$ cat src/common/rename_params.svh
// Rename stage sizing: register counts, tag widths and ROB depth
`ifndef RENAME_PARAMS_SVH
`define RENAME_PARAMS_SVH

// Architectural registers x0 to x31
`define ARCH_REGS 32

// Physical register pool, twice the architectural count
`define PHYS_REGS 64

// Reorder buffer entries
`define ROB_DEPTH 8

// Tag and id widths, kept in step with the counts above
`define PTAG_W 6
`define ROB_ID_W 3

`endif

$ cat src/common/inst_pkg.sv
// Instruction package: RV32I opcodes and the two field layouts of an instruction word
`default_nettype none

package inst_pkg;

    // Architectural register index
    typedef logic [4:0] areg_t;

    // Opcodes the rename stage knows about
    typedef enum logic [6:0] {
        LOAD   = 7'b0000011,
        OP_IMM = 7'b0010011,
        STORE  = 7'b0100011,
        OP     = 7'b0110011
    } opcode_e;

    // R-type and I-type layout, rd in bits 11:7
    typedef struct packed {
        logic [6:0] funct7;
        areg_t      rs2;
        areg_t      rs1;
        logic [2:0] funct3;
        areg_t      rd;
        logic [6:0] opcode;
    } reg_form_t;

    // S-type layout, immediate split around the sources
    typedef struct packed {
        logic [6:0] imm_hi;
        areg_t      rs2;
        areg_t      rs1;
        logic [2:0] funct3;
        logic [4:0] imm_lo;
        logic [6:0] opcode;
    } store_form_t;

    // Same 32 bits, read either way
    typedef union packed {
        reg_form_t   r;
        store_form_t s;
    } inst_word_u;

endpackage

`default_nettype wire

$ cat src/common/rename_pkg.sv
// Rename package: physical tag, ROB id and the dispatch entry handed to RS and ROB
`default_nettype none

`include "rename_params.svh"

package rename_pkg;

    // Physical register tag
    typedef logic [`PTAG_W-1:0] ptag_t;

    // Reorder buffer slot id
    typedef logic [`ROB_ID_W-1:0] rob_id_t;

    // One renamed instruction
    typedef struct packed {
        // PC of the instruction
        logic [31:0] pc;
        rob_id_t     rob_id;
        // Source tags, 0 when the source is unused
        ptag_t       ps1;
        ptag_t       ps2;
        // New destination tag and the mapping it replaces
        ptag_t       pd;
        ptag_t       old_pd;
        // Which fields carry meaning
        logic        rs1_used;
        logic        rs2_used;
        logic        rd_en;
        // Store marker, used for the commit stall
        logic        is_store;
    } dispatch_entry_t;

endpackage

`default_nettype wire

$ cat src/common/rename_if.sv
// Rename interface between the dispatcher and the register alias table
`default_nettype none
`timescale 1ns/1ps

interface rename_if
    import inst_pkg::*;
    import rename_pkg::*;
();

    // Lookup and update request from the dispatcher
    areg_t arch_rs1;
    areg_t arch_rs2;
    areg_t arch_rd;
    ptag_t new_pd;
    // Write strobe, new_pd lands in arch_rd at the edge
    logic  update;

    // Combinational answers from the table
    ptag_t ps1;
    ptag_t ps2;
    ptag_t old_pd;

    modport ctrl (
        output arch_rs1, arch_rs2, arch_rd, new_pd, update,
        input  ps1, ps2, old_pd
    );

    modport rat (
        input  arch_rs1, arch_rs2, arch_rd, new_pd, update,
        output ps1, ps2, old_pd
    );

endinterface

`default_nettype wire

$ cat src/dispatch/dispatch_ctrl.sv
// Dispatch control: decodes the queue head, issues pops and registers the dispatch entry
`default_nettype none
`timescale 1ns/1ps

module dispatch_ctrl
    import inst_pkg::*;
    import rename_pkg::*;
(
    input  logic            clk,
    input  logic            rst,
    input  logic            inst_valid,
    input  inst_word_u      inst_word,
    input  logic [31:0]     inst_pc,
    input  logic            rs_full,
    input  logic            rob_full,
    input  rob_id_t         next_rob_id,
    input  ptag_t           free_pd,
    input  logic            free_empty,
    input  logic            store_commit,
    rename_if.ctrl          rn,
    output logic            pop,
    output logic            alloc,
    output dispatch_entry_t entry,
    output logic            entry_valid,
    output logic            stall_store
);

    typedef enum logic {RUN, STORE_WAIT} state_e;

    state_e state;
    state_e state_next;

    logic is_op;
    logic is_op_imm;
    logic is_load;
    logic is_store;
    logic rs1_used;
    logic rs2_used;
    logic rd_en;

    // Opcode decode
    assign is_op     = inst_word.r.opcode == OP;
    assign is_op_imm = inst_word.r.opcode == OP_IMM;
    assign is_load   = inst_word.r.opcode == LOAD;
    assign is_store  = inst_word.s.opcode == STORE;

    // Source and destination usage per opcode
    assign rs1_used = is_op | is_op_imm | is_load | is_store;
    assign rs2_used = is_op | is_store;
    // x0 as destination means nothing to rename
    assign rd_en    = (is_op | is_op_imm | is_load) && (inst_word.r.rd != areg_t'(0));

    // Take the head only when every consumer has room
    assign pop   = inst_valid && !rs_full && !rob_full && (state == RUN)
                   && (!free_empty || !rd_en);
    // Free list and RAT move only for a real destination
    assign alloc = pop && rd_en;

    // RAT lookups, rs1 and rs2 sit at the same bits in both layouts
    assign rn.arch_rs1 = inst_word.r.rs1;
    assign rn.arch_rs2 = inst_word.r.rs2;
    assign rn.arch_rd  = inst_word.r.rd;
    assign rn.new_pd   = free_pd;
    assign rn.update   = alloc;

    // Store holds dispatch until its commit comes back
    always_comb begin
        state_next = state;
        case (state)
            RUN:        if (pop && is_store) state_next = STORE_WAIT;
            STORE_WAIT: if (store_commit) state_next = RUN;
            default:    state_next = RUN;
        endcase
    end

    always_ff @(posedge clk) begin
        if (rst) begin
            state       <= RUN;
            entry_valid <= 1'b0;
        end else begin
            state       <= state_next;
            entry_valid <= pop;
        end
    end

    assign stall_store = state == STORE_WAIT;

    // Entry payload, captured in the pop cycle
    always_ff @(posedge clk) begin
        if (pop) begin
            entry.pc       <= inst_pc;
            entry.rob_id   <= next_rob_id;
            entry.ps1      <= rs1_used ? rn.ps1 : '0;
            entry.ps2      <= rs2_used ? rn.ps2 : '0;
            entry.pd       <= rd_en ? free_pd : '0;
            entry.old_pd   <= rd_en ? rn.old_pd : '0;
            entry.rs1_used <= rs1_used;
            entry.rs2_used <= rs2_used;
            entry.rd_en    <= rd_en;
            entry.is_store <= is_store;
        end
    end

    // No entry may follow a cycle spent waiting on a store
    a_no_entry_after_wait: assert property (@(posedge clk) disable iff (rst)
        $rose(entry_valid) |-> $past(state) == RUN);

endmodule

`default_nettype wire

$ cat src/dispatch/rename_table.sv
// Register alias table: architectural to physical mapping with three read ports
`default_nettype none
`timescale 1ns/1ps

`include "rename_params.svh"

module rename_table
    import inst_pkg::*;
    import rename_pkg::*;
(
    input  logic clk,
    input  logic rst,
    rename_if.rat rn
);

    // One physical tag per architectural register
    ptag_t map [`ARCH_REGS];

    logic wr_en;

    // Reads see the mapping before this cycle's write
    assign rn.ps1    = map[rn.arch_rs1];
    assign rn.ps2    = map[rn.arch_rs2];
    // Mapping that the new destination displaces
    assign rn.old_pd = map[rn.arch_rd];

    // x0 stays pinned to tag 0
    assign wr_en = rn.update && (rn.arch_rd != areg_t'(0));

    always_ff @(posedge clk) begin
        if (rst) begin
            // Identity mapping, register i lives in tag i
            for (int i = 0; i < `ARCH_REGS; i++) begin
                map[i] <= ptag_t'(i);
            end
        end else if (wr_en) begin
            map[rn.arch_rd] <= rn.new_pd;
        end
    end

    // Dispatcher must never ask to rename x0
    a_no_x0_update: assert property (@(posedge clk) disable iff (rst)
        rn.update |-> rn.arch_rd != areg_t'(0));

endmodule

`default_nettype wire

$ cat src/dispatch/free_list.sv
// Free list: circular buffer of unused physical tags, popped on rename and refilled on release
`default_nettype none
`timescale 1ns/1ps

`include "rename_params.svh"

module free_list
    import rename_pkg::*;
(
    input  logic  clk,
    input  logic  rst,
    input  logic  alloc,
    output ptag_t free_pd,
    output logic  free_empty,
    input  logic  release_en,
    input  ptag_t release_pd
);

    // Tags above the architectural range start out free
    localparam int DEPTH = `PHYS_REGS - `ARCH_REGS;
    localparam int PTR_W = $clog2(DEPTH);

    ptag_t            slots [DEPTH];
    logic [PTR_W-1:0] head;
    logic [PTR_W-1:0] tail;
    logic [PTR_W:0]   count;
    logic             full;

    // Show-ahead head tag
    assign free_pd    = slots[head];
    assign free_empty = count == '0;
    assign full       = count == (PTR_W + 1)'(DEPTH);

    always_ff @(posedge clk) begin
        if (rst) begin
            head  <= '0;
            // Buffer starts full, so tail has wrapped onto head
            tail  <= '0;
            count <= (PTR_W + 1)'(DEPTH);
            for (int i = 0; i < DEPTH; i++) begin
                slots[i] <= ptag_t'(`ARCH_REGS + i);
            end
        end else begin
            if (alloc) begin
                head <= head + 1'b1;
            end
            if (release_en) begin
                slots[tail] <= release_pd;
                tail        <= tail + 1'b1;
            end
            // Pop and push together leave the count alone
            case ({alloc, release_en})
                2'b10:   count <= count - 1'b1;
                2'b01:   count <= count + 1'b1;
                default: count <= count;
            endcase
        end
    end

    a_no_alloc_empty: assert property (@(posedge clk) disable iff (rst)
        alloc |-> !free_empty);

    a_no_release_full: assert property (@(posedge clk) disable iff (rst)
        release_en |-> !full);

endmodule

`default_nettype wire

$ cat src/logic/rob_id_counter.sv
// ROB id allocator: hands out ids in order and tracks occupancy for the full flag
`default_nettype none
`timescale 1ns/1ps

`include "rename_params.svh"

module rob_id_counter
    import rename_pkg::*;
(
    input  logic    clk,
    input  logic    rst,
    input  logic    alloc,
    input  logic    retire,
    output rob_id_t next_rob_id,
    output logic    rob_full
);

    // One extra bit so a full ROB is distinct from an empty one
    localparam int OCC_W = $clog2(`ROB_DEPTH) + 1;

    rob_id_t          tail;
    logic [OCC_W-1:0] occupancy;

    assign next_rob_id = tail;
    assign rob_full    = occupancy == OCC_W'(`ROB_DEPTH);

    always_ff @(posedge clk) begin
        if (rst) begin
            tail      <= '0;
            occupancy <= '0;
        end else begin
            // Id wraps modulo the ROB depth
            if (alloc) begin
                tail <= tail + 1'b1;
            end
            case ({alloc, retire})
                2'b10:   occupancy <= occupancy + 1'b1;
                2'b01:   occupancy <= occupancy - 1'b1;
                default: occupancy <= occupancy;
            endcase
        end
    end

    a_no_alloc_full: assert property (@(posedge clk) disable iff (rst)
        alloc |-> !rob_full);

    a_no_retire_empty: assert property (@(posedge clk) disable iff (rst)
        retire |-> occupancy != '0);

endmodule

`default_nettype wire

$ cat src/logic/rename_dispatch_top.sv
// Rename and dispatch top: ties dispatcher, RAT, free list and ROB id allocator together
`default_nettype none
`timescale 1ns/1ps

module rename_dispatch_top
    import inst_pkg::*;
    import rename_pkg::*;
(
    input  logic        clk,
    input  logic        rst,
    input  logic        inst_valid,
    input  logic [31:0] inst_word,
    input  logic [31:0] inst_pc,
    input  logic        rs_full,
    input  logic        retire,
    input  logic        release_en,
    input  ptag_t       release_pd,
    input  logic        store_commit,
    output logic        pop,
    output logic        entry_valid,
    output logic [31:0] entry_pc,
    output rob_id_t     entry_rob_id,
    output ptag_t       entry_ps1,
    output ptag_t       entry_ps2,
    output ptag_t       entry_pd,
    output ptag_t       entry_old_pd,
    output logic        entry_rs1_used,
    output logic        entry_rs2_used,
    output logic        entry_rd_en,
    output logic        entry_is_store,
    output logic        stall_store
);

    ptag_t           free_pd;
    logic            free_empty;
    logic            tag_alloc;
    rob_id_t         next_rob_id;
    logic            rob_full;
    dispatch_entry_t entry;

    rename_if rn_if ();

    dispatch_ctrl u_ctrl (
        .clk          (clk),
        .rst          (rst),
        .inst_valid   (inst_valid),
        .inst_word    (inst_word_u'(inst_word)),
        .inst_pc      (inst_pc),
        .rs_full      (rs_full),
        .rob_full     (rob_full),
        .next_rob_id  (next_rob_id),
        .free_pd      (free_pd),
        .free_empty   (free_empty),
        .store_commit (store_commit),
        .rn           (rn_if.ctrl),
        .pop          (pop),
        .alloc        (tag_alloc),
        .entry        (entry),
        .entry_valid  (entry_valid),
        .stall_store  (stall_store)
    );

    rename_table u_rat (
        .clk (clk),
        .rst (rst),
        .rn  (rn_if.rat)
    );

    free_list u_free (
        .clk        (clk),
        .rst        (rst),
        .alloc      (tag_alloc),
        .free_pd    (free_pd),
        .free_empty (free_empty),
        .release_en (release_en),
        .release_pd (release_pd)
    );

    // Every dispatched instruction takes a ROB slot, destination or not
    rob_id_counter u_rob_id (
        .clk         (clk),
        .rst         (rst),
        .alloc       (pop),
        .retire      (retire),
        .next_rob_id (next_rob_id),
        .rob_full    (rob_full)
    );

    // Entry fields out as flat ports
    assign entry_pc       = entry.pc;
    assign entry_rob_id   = entry.rob_id;
    assign entry_ps1      = entry.ps1;
    assign entry_ps2      = entry.ps2;
    assign entry_pd       = entry.pd;
    assign entry_old_pd   = entry.old_pd;
    assign entry_rs1_used = entry.rs1_used;
    assign entry_rs2_used = entry.rs2_used;
    assign entry_rd_en    = entry.rd_en;
    assign entry_is_store = entry.is_store;

endmodule

`default_nettype wire

$ cat config.mk
export PLATFORM = sky130hd
export DESIGN_NAME = rename_dispatch_top
export DESIGN_NICKNAME = d
export VERILOG_FILES = /design/src/common/inst_pkg.sv /design/src/common/rename_pkg.sv /design/src/common/rename_if.sv /design/src/dispatch/dispatch_ctrl.sv /design/src/dispatch/rename_table.sv /design/src/dispatch/free_list.sv /design/src/logic/rob_id_counter.sv /design/src/logic/rename_dispatch_top.sv
export VERILOG_INCLUDE_DIRS = /design/src /design/src/common
export SDC_FILE = /design/constraint.sdc
export NUM_CORES = 1
export LEC_CHECK = 0
export ABC_AREA = 1
export BUFFER_PORTS_ARGS = -buffer_cell sky130_fd_sc_hd__buf_2
export CAP_MARGIN = 20
export CELL_PAD_IN_SITES_DETAIL_PLACEMENT = 1
export CELL_PAD_IN_SITES_GLOBAL_PLACEMENT = 2
export CORE_MARGIN = 10
export CORE_UTILIZATION = 34
export CTS_CLUSTER_SIZE = 20
export DETAILED_ROUTE_END_ITERATION = 8
export PLACE_DENSITY_LB_ADDON = 0.08
export SYNTH_ARGS = -nofsm -noshare
export SYNTH_HDL_FRONTEND = slang
export SYNTH_SLANG_ARGS = --single-unit
$ cat constraint.sdc
create_clock -name clk -period 3.2 [get_ports clk]
set_input_delay 0.64 -clock clk [delete_from_list [all_inputs] [get_ports clk]]
set_output_delay 0.64 -clock clk [all_outputs]
set_load 0.01 [all_outputs]
Yosys cells after proc, flatten, opt, wreduce, memory -nomap -nowiden:

Memory sizes are Yosys's and may differ from the RTL's. A register that Yosys moved wholly into a read port is not among the register bits.
Cells that the tools add are included.

* bits in registers: 70
* bits in writable memories: 384
* input port bits: 77
* output and inout port bits: 66
* logic and storage cells: 80
* memories kept: 2

* add/subtract/negate cells: 7
* eq/ne operators: 9
* multiplexer cells: 21
* bitwise operators: 5
* reduce and logical (&&, ||, !) cells: 22

Memories
* u_free.slots: words 32, bits a word 6, read ports 1, clocked after Yosys merged registers in 1, wr ports 32, line free_list.sv:23 `ptag_t slots [DEPTH];`
* u_rat.map: words 32, bits a word 6, read ports 3, clocked after Yosys merged registers in 3, wr ports 32, line rename_table.sv:17 `` ptag_t map [`ARCH_REGS]; ``

Operators with widths (number)
* 5-bit 2-to-1 mux: 4
* 7-bit by 6-bit == test with 1-bit output, second input constant: 2
* 1-bit 2-to-1 mux: 12
* 6-bit 2-to-1 mux: 2
* 6-bit one-hot mux with 2 select lines: 1
* 6-bit OR reduction: 2
* 5-bit by 1-bit adder with 5-bit output, second input constant: 2
* 1-bit logical AND: 8
* 4-bit one-hot mux with 2 select lines: 1
* 7-bit by 2-bit == test with 1-bit output, second input constant: 1
* 7-bit by 5-bit == test with 1-bit output, second input constant: 1
* 1-bit logical NOT: 7
* 6-bit by 1-bit adder with 6-bit output, second input constant: 1
* 6-bit logical NOT: 1
* 6-bit by 1-bit subtractor with 6-bit output, second input constant: 1
* 5-bit nonzero test: 1
* 4-bit by 1-bit adder with 4-bit output, second input constant: 1
* 2-bit by 1-bit == test with 1-bit output, second input constant: 2
* 2-bit == test, second input constant: 2
* 4-bit == test, second input constant: 1
* 1-bit bitwise OR: 4
* 2-bit nonzero test: 2
* 4-bit by 1-bit subtractor with 4-bit output, second input constant: 1
* 3-bit by 1-bit adder with 3-bit output, second input constant: 1
* other kinds (3): 3

Longest topological paths before layout:

* depth after elaboration: 14
* depth in mapped cells: 17
* depth with buffers taken out: 17

Hierarchy:

A second synthesis with hierarchy kept.

* cells, all modules: 3130
* area total of the unflattened synthesis: 25963.7 um2

Modules (own cells, without submodules)
* rename_table: instances 1, cells each 1796, area an instance 12791.0 um2, seq. area each 5765.5 um2
* free_list: instances 1, cells each 1112, area an instance 10309.9 um2, seq. area each 6185.9 um2
* dispatch_ctrl: instances 1, cells each 169, area an instance 2466.1 um2, seq. area each 1931.9 um2
* rob_id_counter: instances 1, cells each 53, area an instance 396.6 um2, seq. area each 140.1 um2

Worst setup path after synthesis:

OpenSTA, ideal clock, no wires.

* path kind: input port to output port
* from: input port inst_word[11]
* to: output port pop
* arrival: 2682 ps
* required time: 2560 ps
* slack: -122 ps
* stages: 7
* buffers on the path: 0
* path through: nor2_1 > nand2_2 > nor2_2 > nor2_8 > nand2_1 > nand2_1 > inv_1

* longest elaborated chain between the ends: 5

Ends and longest elaborated chain
* start: declaration: line rename_dispatch_top.sv:12 `input logic [31:0] inst_word,`
* 5-bit nonzero test: line dispatch_ctrl.sv:51 `assign rd_en = (is_op | is_op_imm | is_load) && (inst_word.r.rd != areg_t'(0));`
* 1-bit logical AND: line dispatch_ctrl.sv:51
* net u_ctrl.rd_en: line dispatch_ctrl.sv:39 `logic rd_en;`
* 1-bit logical NOT: line dispatch_ctrl.sv:55 `&& (!free_empty || !rd_en);`
* 1-bit logical OR: line dispatch_ctrl.sv:55
* 1-bit logical AND: line dispatch_ctrl.sv:55
* end: declaration: line rename_dispatch_top.sv:19 `output logic pop,`

The timed path passes the listed nets, and every way through them passes these cells.

Worst setup path after layout:

* from: register u_free.count[1]
* to: output port pop

* longest elaborated chain between the ends: 4

Ends and longest elaborated chain
* start: declaration: line free_list.sv:26 `logic [PTR_W:0] count;`
* start signal: assignment: line free_list.sv:39 `count <= (PTR_W + 1)'(DEPTH);`
* start signal: assignment: line free_list.sv:53 `2'b10: count <= count - 1'b1;`
* start signal: assignment: line free_list.sv:54 `2'b01: count <= count + 1'b1;`
* 6-bit logical NOT: line free_list.sv:31 `assign free_empty = count == '0;`
* 1-bit logical NOT: line dispatch_ctrl.sv:55
* 1-bit logical OR: line dispatch_ctrl.sv:55
* 1-bit logical AND: line dispatch_ctrl.sv:55

Every way passes these cells.

==> reports/qor.txt <==
================================================================================
DP Worst Slack                                                          176.4 ps
Post-synthesis cell type count                                                29
Kind of end point of the critical path                              primary output
Row cnt                                                                       99
Clock root cell                                                     sky130_fd_sc_hd__clkbuf_16
Post-route minimum period                                                2869 ps
Vertical die dimension                                                  291.7 um
Clock tree from TritonCTS                                                   done
Met2 track demand over resource in global routing                         0.4017
Met3 Usage GRT                                                           0.02823
Number of antenna cells inserted                                               0
Fin Setup TNS                                                               0 ps
RSZ-0062 raised after global routing                                          no
Fillers                                                                     8711
Chain of cells forming the critical path                            nor2_1 > nand4_1 > inv_1 > nand2_1 > nand2_1 > buf_4 > clkinvlp_4 > buf_2
Overall routing resource usage                                            0.2311
Power, Total                                                            15.08 mW
Final HPWL DP                                                           64.92 mm
Number of iterations in the first detailed-routing pass                        5
Net count of the finished layout                                            3300
Synth-to-layout area growth                                               15.31%
Share of the clock period used by the worst path                          0.8965
Class of the most critical hold timing path                            in -> reg
Inserted Clock Buffers                                                        57
GR Layer Usage met1                                                       0.2909
Total of hold buffers inserted after clock tree synthesis                      0
Maximum vdd ir drop                                                  0.0004133 V
Busiest metal layer after global routing                                    met2
Result of the run                                                   finished, final reports clean
Clock Latency Late Sink                                                   650 ps
Final setup skew                                                        56.64 ps
Portion of the post-synthesis area used by sequential elements            0.5588
Clock sink count                                                             477
Routed via count divided by cell count                                     5.287
Remaining antenna violation count after routing                                0
Headroom to the max-slew limit                                            0.3806
#FFs+latches synth                                                           477
CTS-repair resized insts                                                       0
Final core utilization                                                    0.3960
Final hold vios                                                                0
Proportion of layout cells with a drive suffix above 1                    0.1006
Max-cap violations                                                             0
Number of antenna violations at the first check in global routing              0
Max-slew violations                                                            0
DR vias                                                                    22250
Slowest-stage cell, CP                                              sky130_fd_sc_hd__dfxtp_1
Overflow after GRT                                                             0
Starting density of the core                                              0.3434
Top cell by count, worst path                                       sky130_fd_sc_hd__nand2_1
Flip-flop cell with the highest count after synthesis               sky130_fd_sc_hd__edfxtp_1
Number of cells on the worst reg-to-reg path                                  11
Worst hold slack                                                        171.2 ps
Synth async-reset ratio                                                        0
Average routed wire per standard cell                                   23.81 um
Maximum number of pins on one net before global-route repair                  97
Violation count after the first detailed-route iteration                    1668
Largest fanout of any net on the critical path                                 6
Synthesized cell area                                                 25100 um^2
Worst hold stages                                                              1
Data required, critical path                                             2560 ps
Worst setup path category                                             reg -> out
Total setup buffers inserted after CTS                                         0
Startpoint type of the worst setup path                                flip-flop
Via count of the first global-routing pass                                 23520
Worst path max stage delay                                                350 ps
Worst path setup slack after routing                                    331.2 ps
IO Port Bufs                                                                 132
Slew of the pin with the lowest slew margin                             928.1 ps
First-pass GRT wire length                                              150.2 mm
Leakage dissipation                                                     11.42 nW
Startpoint of the worst setup timing path                           u_free.count[1]
DRC violations left                                                            0
Area of the core                                                      73080 um^2
Mean post-synth cell area                                             8.052 um^2
Cells after Synth                                                           3117
Hold path startpoint                                                 inst_pc[17]
Width of the die                                                        291.7 um
CTS clock-pin slew for the worst setup and hold paths                      60 ps
I/O pin cnt                                                                  143
Data arrival time at the worst-slack endpoint                            2230 ps
Number of enable-type register cells in the synthesized netlist              447
Die area                                                              85080 um^2
Max clock buf depth                                                            3
Routability cong.                                                         0.8409
Wire length reported by the detailed router                             100.2 mm
Number of levels in the clock H-tree                                           2
Number of endpoints failing setup at the final stage                           0
Total power divided by cell area                                    521.0 nW/um^2
Fmax                                                                   348.6 MHz
Yosys warnings                                                                 0
================================================================================
## placed cells by master, fill, tap and decap left out, types with 40 or more instances in the layout
cell                        netlist  layout
sky130_fd_sc_hd__a21oi_1         69      69
sky130_fd_sc_hd__nor2_1         296     295
sky130_fd_sc_hd__nand2_1       1345    1345
sky130_fd_sc_hd__buf_2           44     132
sky130_fd_sc_hd__clkbuf_16        0      58
sky130_fd_sc_hd__nand3_1        457     457
sky130_fd_sc_hd__nor3_1          40      40
sky130_fd_sc_hd__edfxtp_1       447     447
sky130_fd_sc_hd__o21ai_0         62      62
sky130_fd_sc_hd__inv_1          109     106
sky130_fd_sc_hd__buf_4            3      65
## area by class of cell
type	instances	area, um^2	share of cell area
inverter	123	466.7	0.01613
clock inverter	28	274.0	0.009469
clock buffer	74	1551	0.05361
multi-input combinational	2330	9851	0.3404
timing repair buffer	218	1569	0.05422
sequential	477	14030	0.4847
tap	959	1200	0.04146
## report_power, final
part / internal, mW / switching [mW]
logic: 0.437 / 1.22
clock network: 3.66 / 2.69
registers: 6.98 / 0.0975
total: 11.1 / 4.01
## worst max-delay path, delay by kind of cell, from the launching register on
| kind | cells | cell delay (ps) |
|---|---|---|
| simple gates | 4 | 560 |
| buf+inv | 4 | 670 |
| flops | 1 | 350 |
## metal layers
layer,part of all wire,vias up,routed length [um]
li1,-,10430,-
met4,0.037,0,3718
met5,0,-,0
met2,0.49,609,48790
met1,0.42,11060,42550
met3,0.052,159,5164
## registers in the layout, indices dropped and copies added, names as in the netlist, 3 cells and up, named ones only
register and flops:
u_ctrl.entry 63, u_rob_id.next_rob_id 3, u_rat.map 192, u_rob_id.occupancy 4, u_free.head 5, u_free.tail 5, u_free.slots 192, u_free.count 6
## cell families (layout without fill, tap and decap cells)
group,after synthesis,in the layout,share of synthesized area
AOI/OAI and AO/OA,141,141,0.02907
xor gates and xnor gates,11,11,0.003839
adders and majority gates,16,16,0.008575
buffers and inverters,315,443,0.04976
DFF,477,477,0.5588
other,1,6,0.0001494
and+or+nand+nor,2156,2156,0.3498
## Yosys cell counts, types with 9 or more instances
master / instances / area share
sky130_fd_sc_hd__nand3_1: 457 / 0.091
sky130_fd_sc_hd__ha_1: 14 / 0.0070
sky130_fd_sc_hd__nor3_1: 40 / 0.0080
sky130_fd_sc_hd__o21ai_0: 62 / 0.012
sky130_fd_sc_hd__o211ai_1: 9 / 0.0027
sky130_fd_sc_hd__clkbuf_1: 123 / 0.018
sky130_fd_sc_hd__inv_2: 10 / 0.0015
sky130_fd_sc_hd__a21oi_1: 69 / 0.014
sky130_fd_sc_hd__buf_2: 44 / 0.0088
sky130_fd_sc_hd__nand2_1: 1345 / 0.20
sky130_fd_sc_hd__nor2_1: 296 / 0.044
sky130_fd_sc_hd__inv_1: 109 / 0.016
sky130_fd_sc_hd__edfxtp_1: 447 / 0.53
sky130_fd_sc_hd__dfxtp_1: 30 / 0.024
sky130_fd_sc_hd__buf_1: 22 / 0.0033
## stage by stage
stage / instances / cell area, um^2
2_1_floorplan: 3122 / 25120
3_3_place_gp: 4107 / 27110
3_5_place_dp: 4107 / 27110
4_1_cts: 4209 / 28940
5_1_grt: 4209 / 28940
6_report: 4209 / 28940
## path summary, 6_finish.rpt
path / to / slack (ps)
max: pop / 330
min: u_ctrl.entry[48] / 170
min reg2reg: u_ctrl.entry[29] / 480
max reg2reg: u_rat.map[15][3] / 510
No activity file was read; power rests on OpenSTA's default activity.
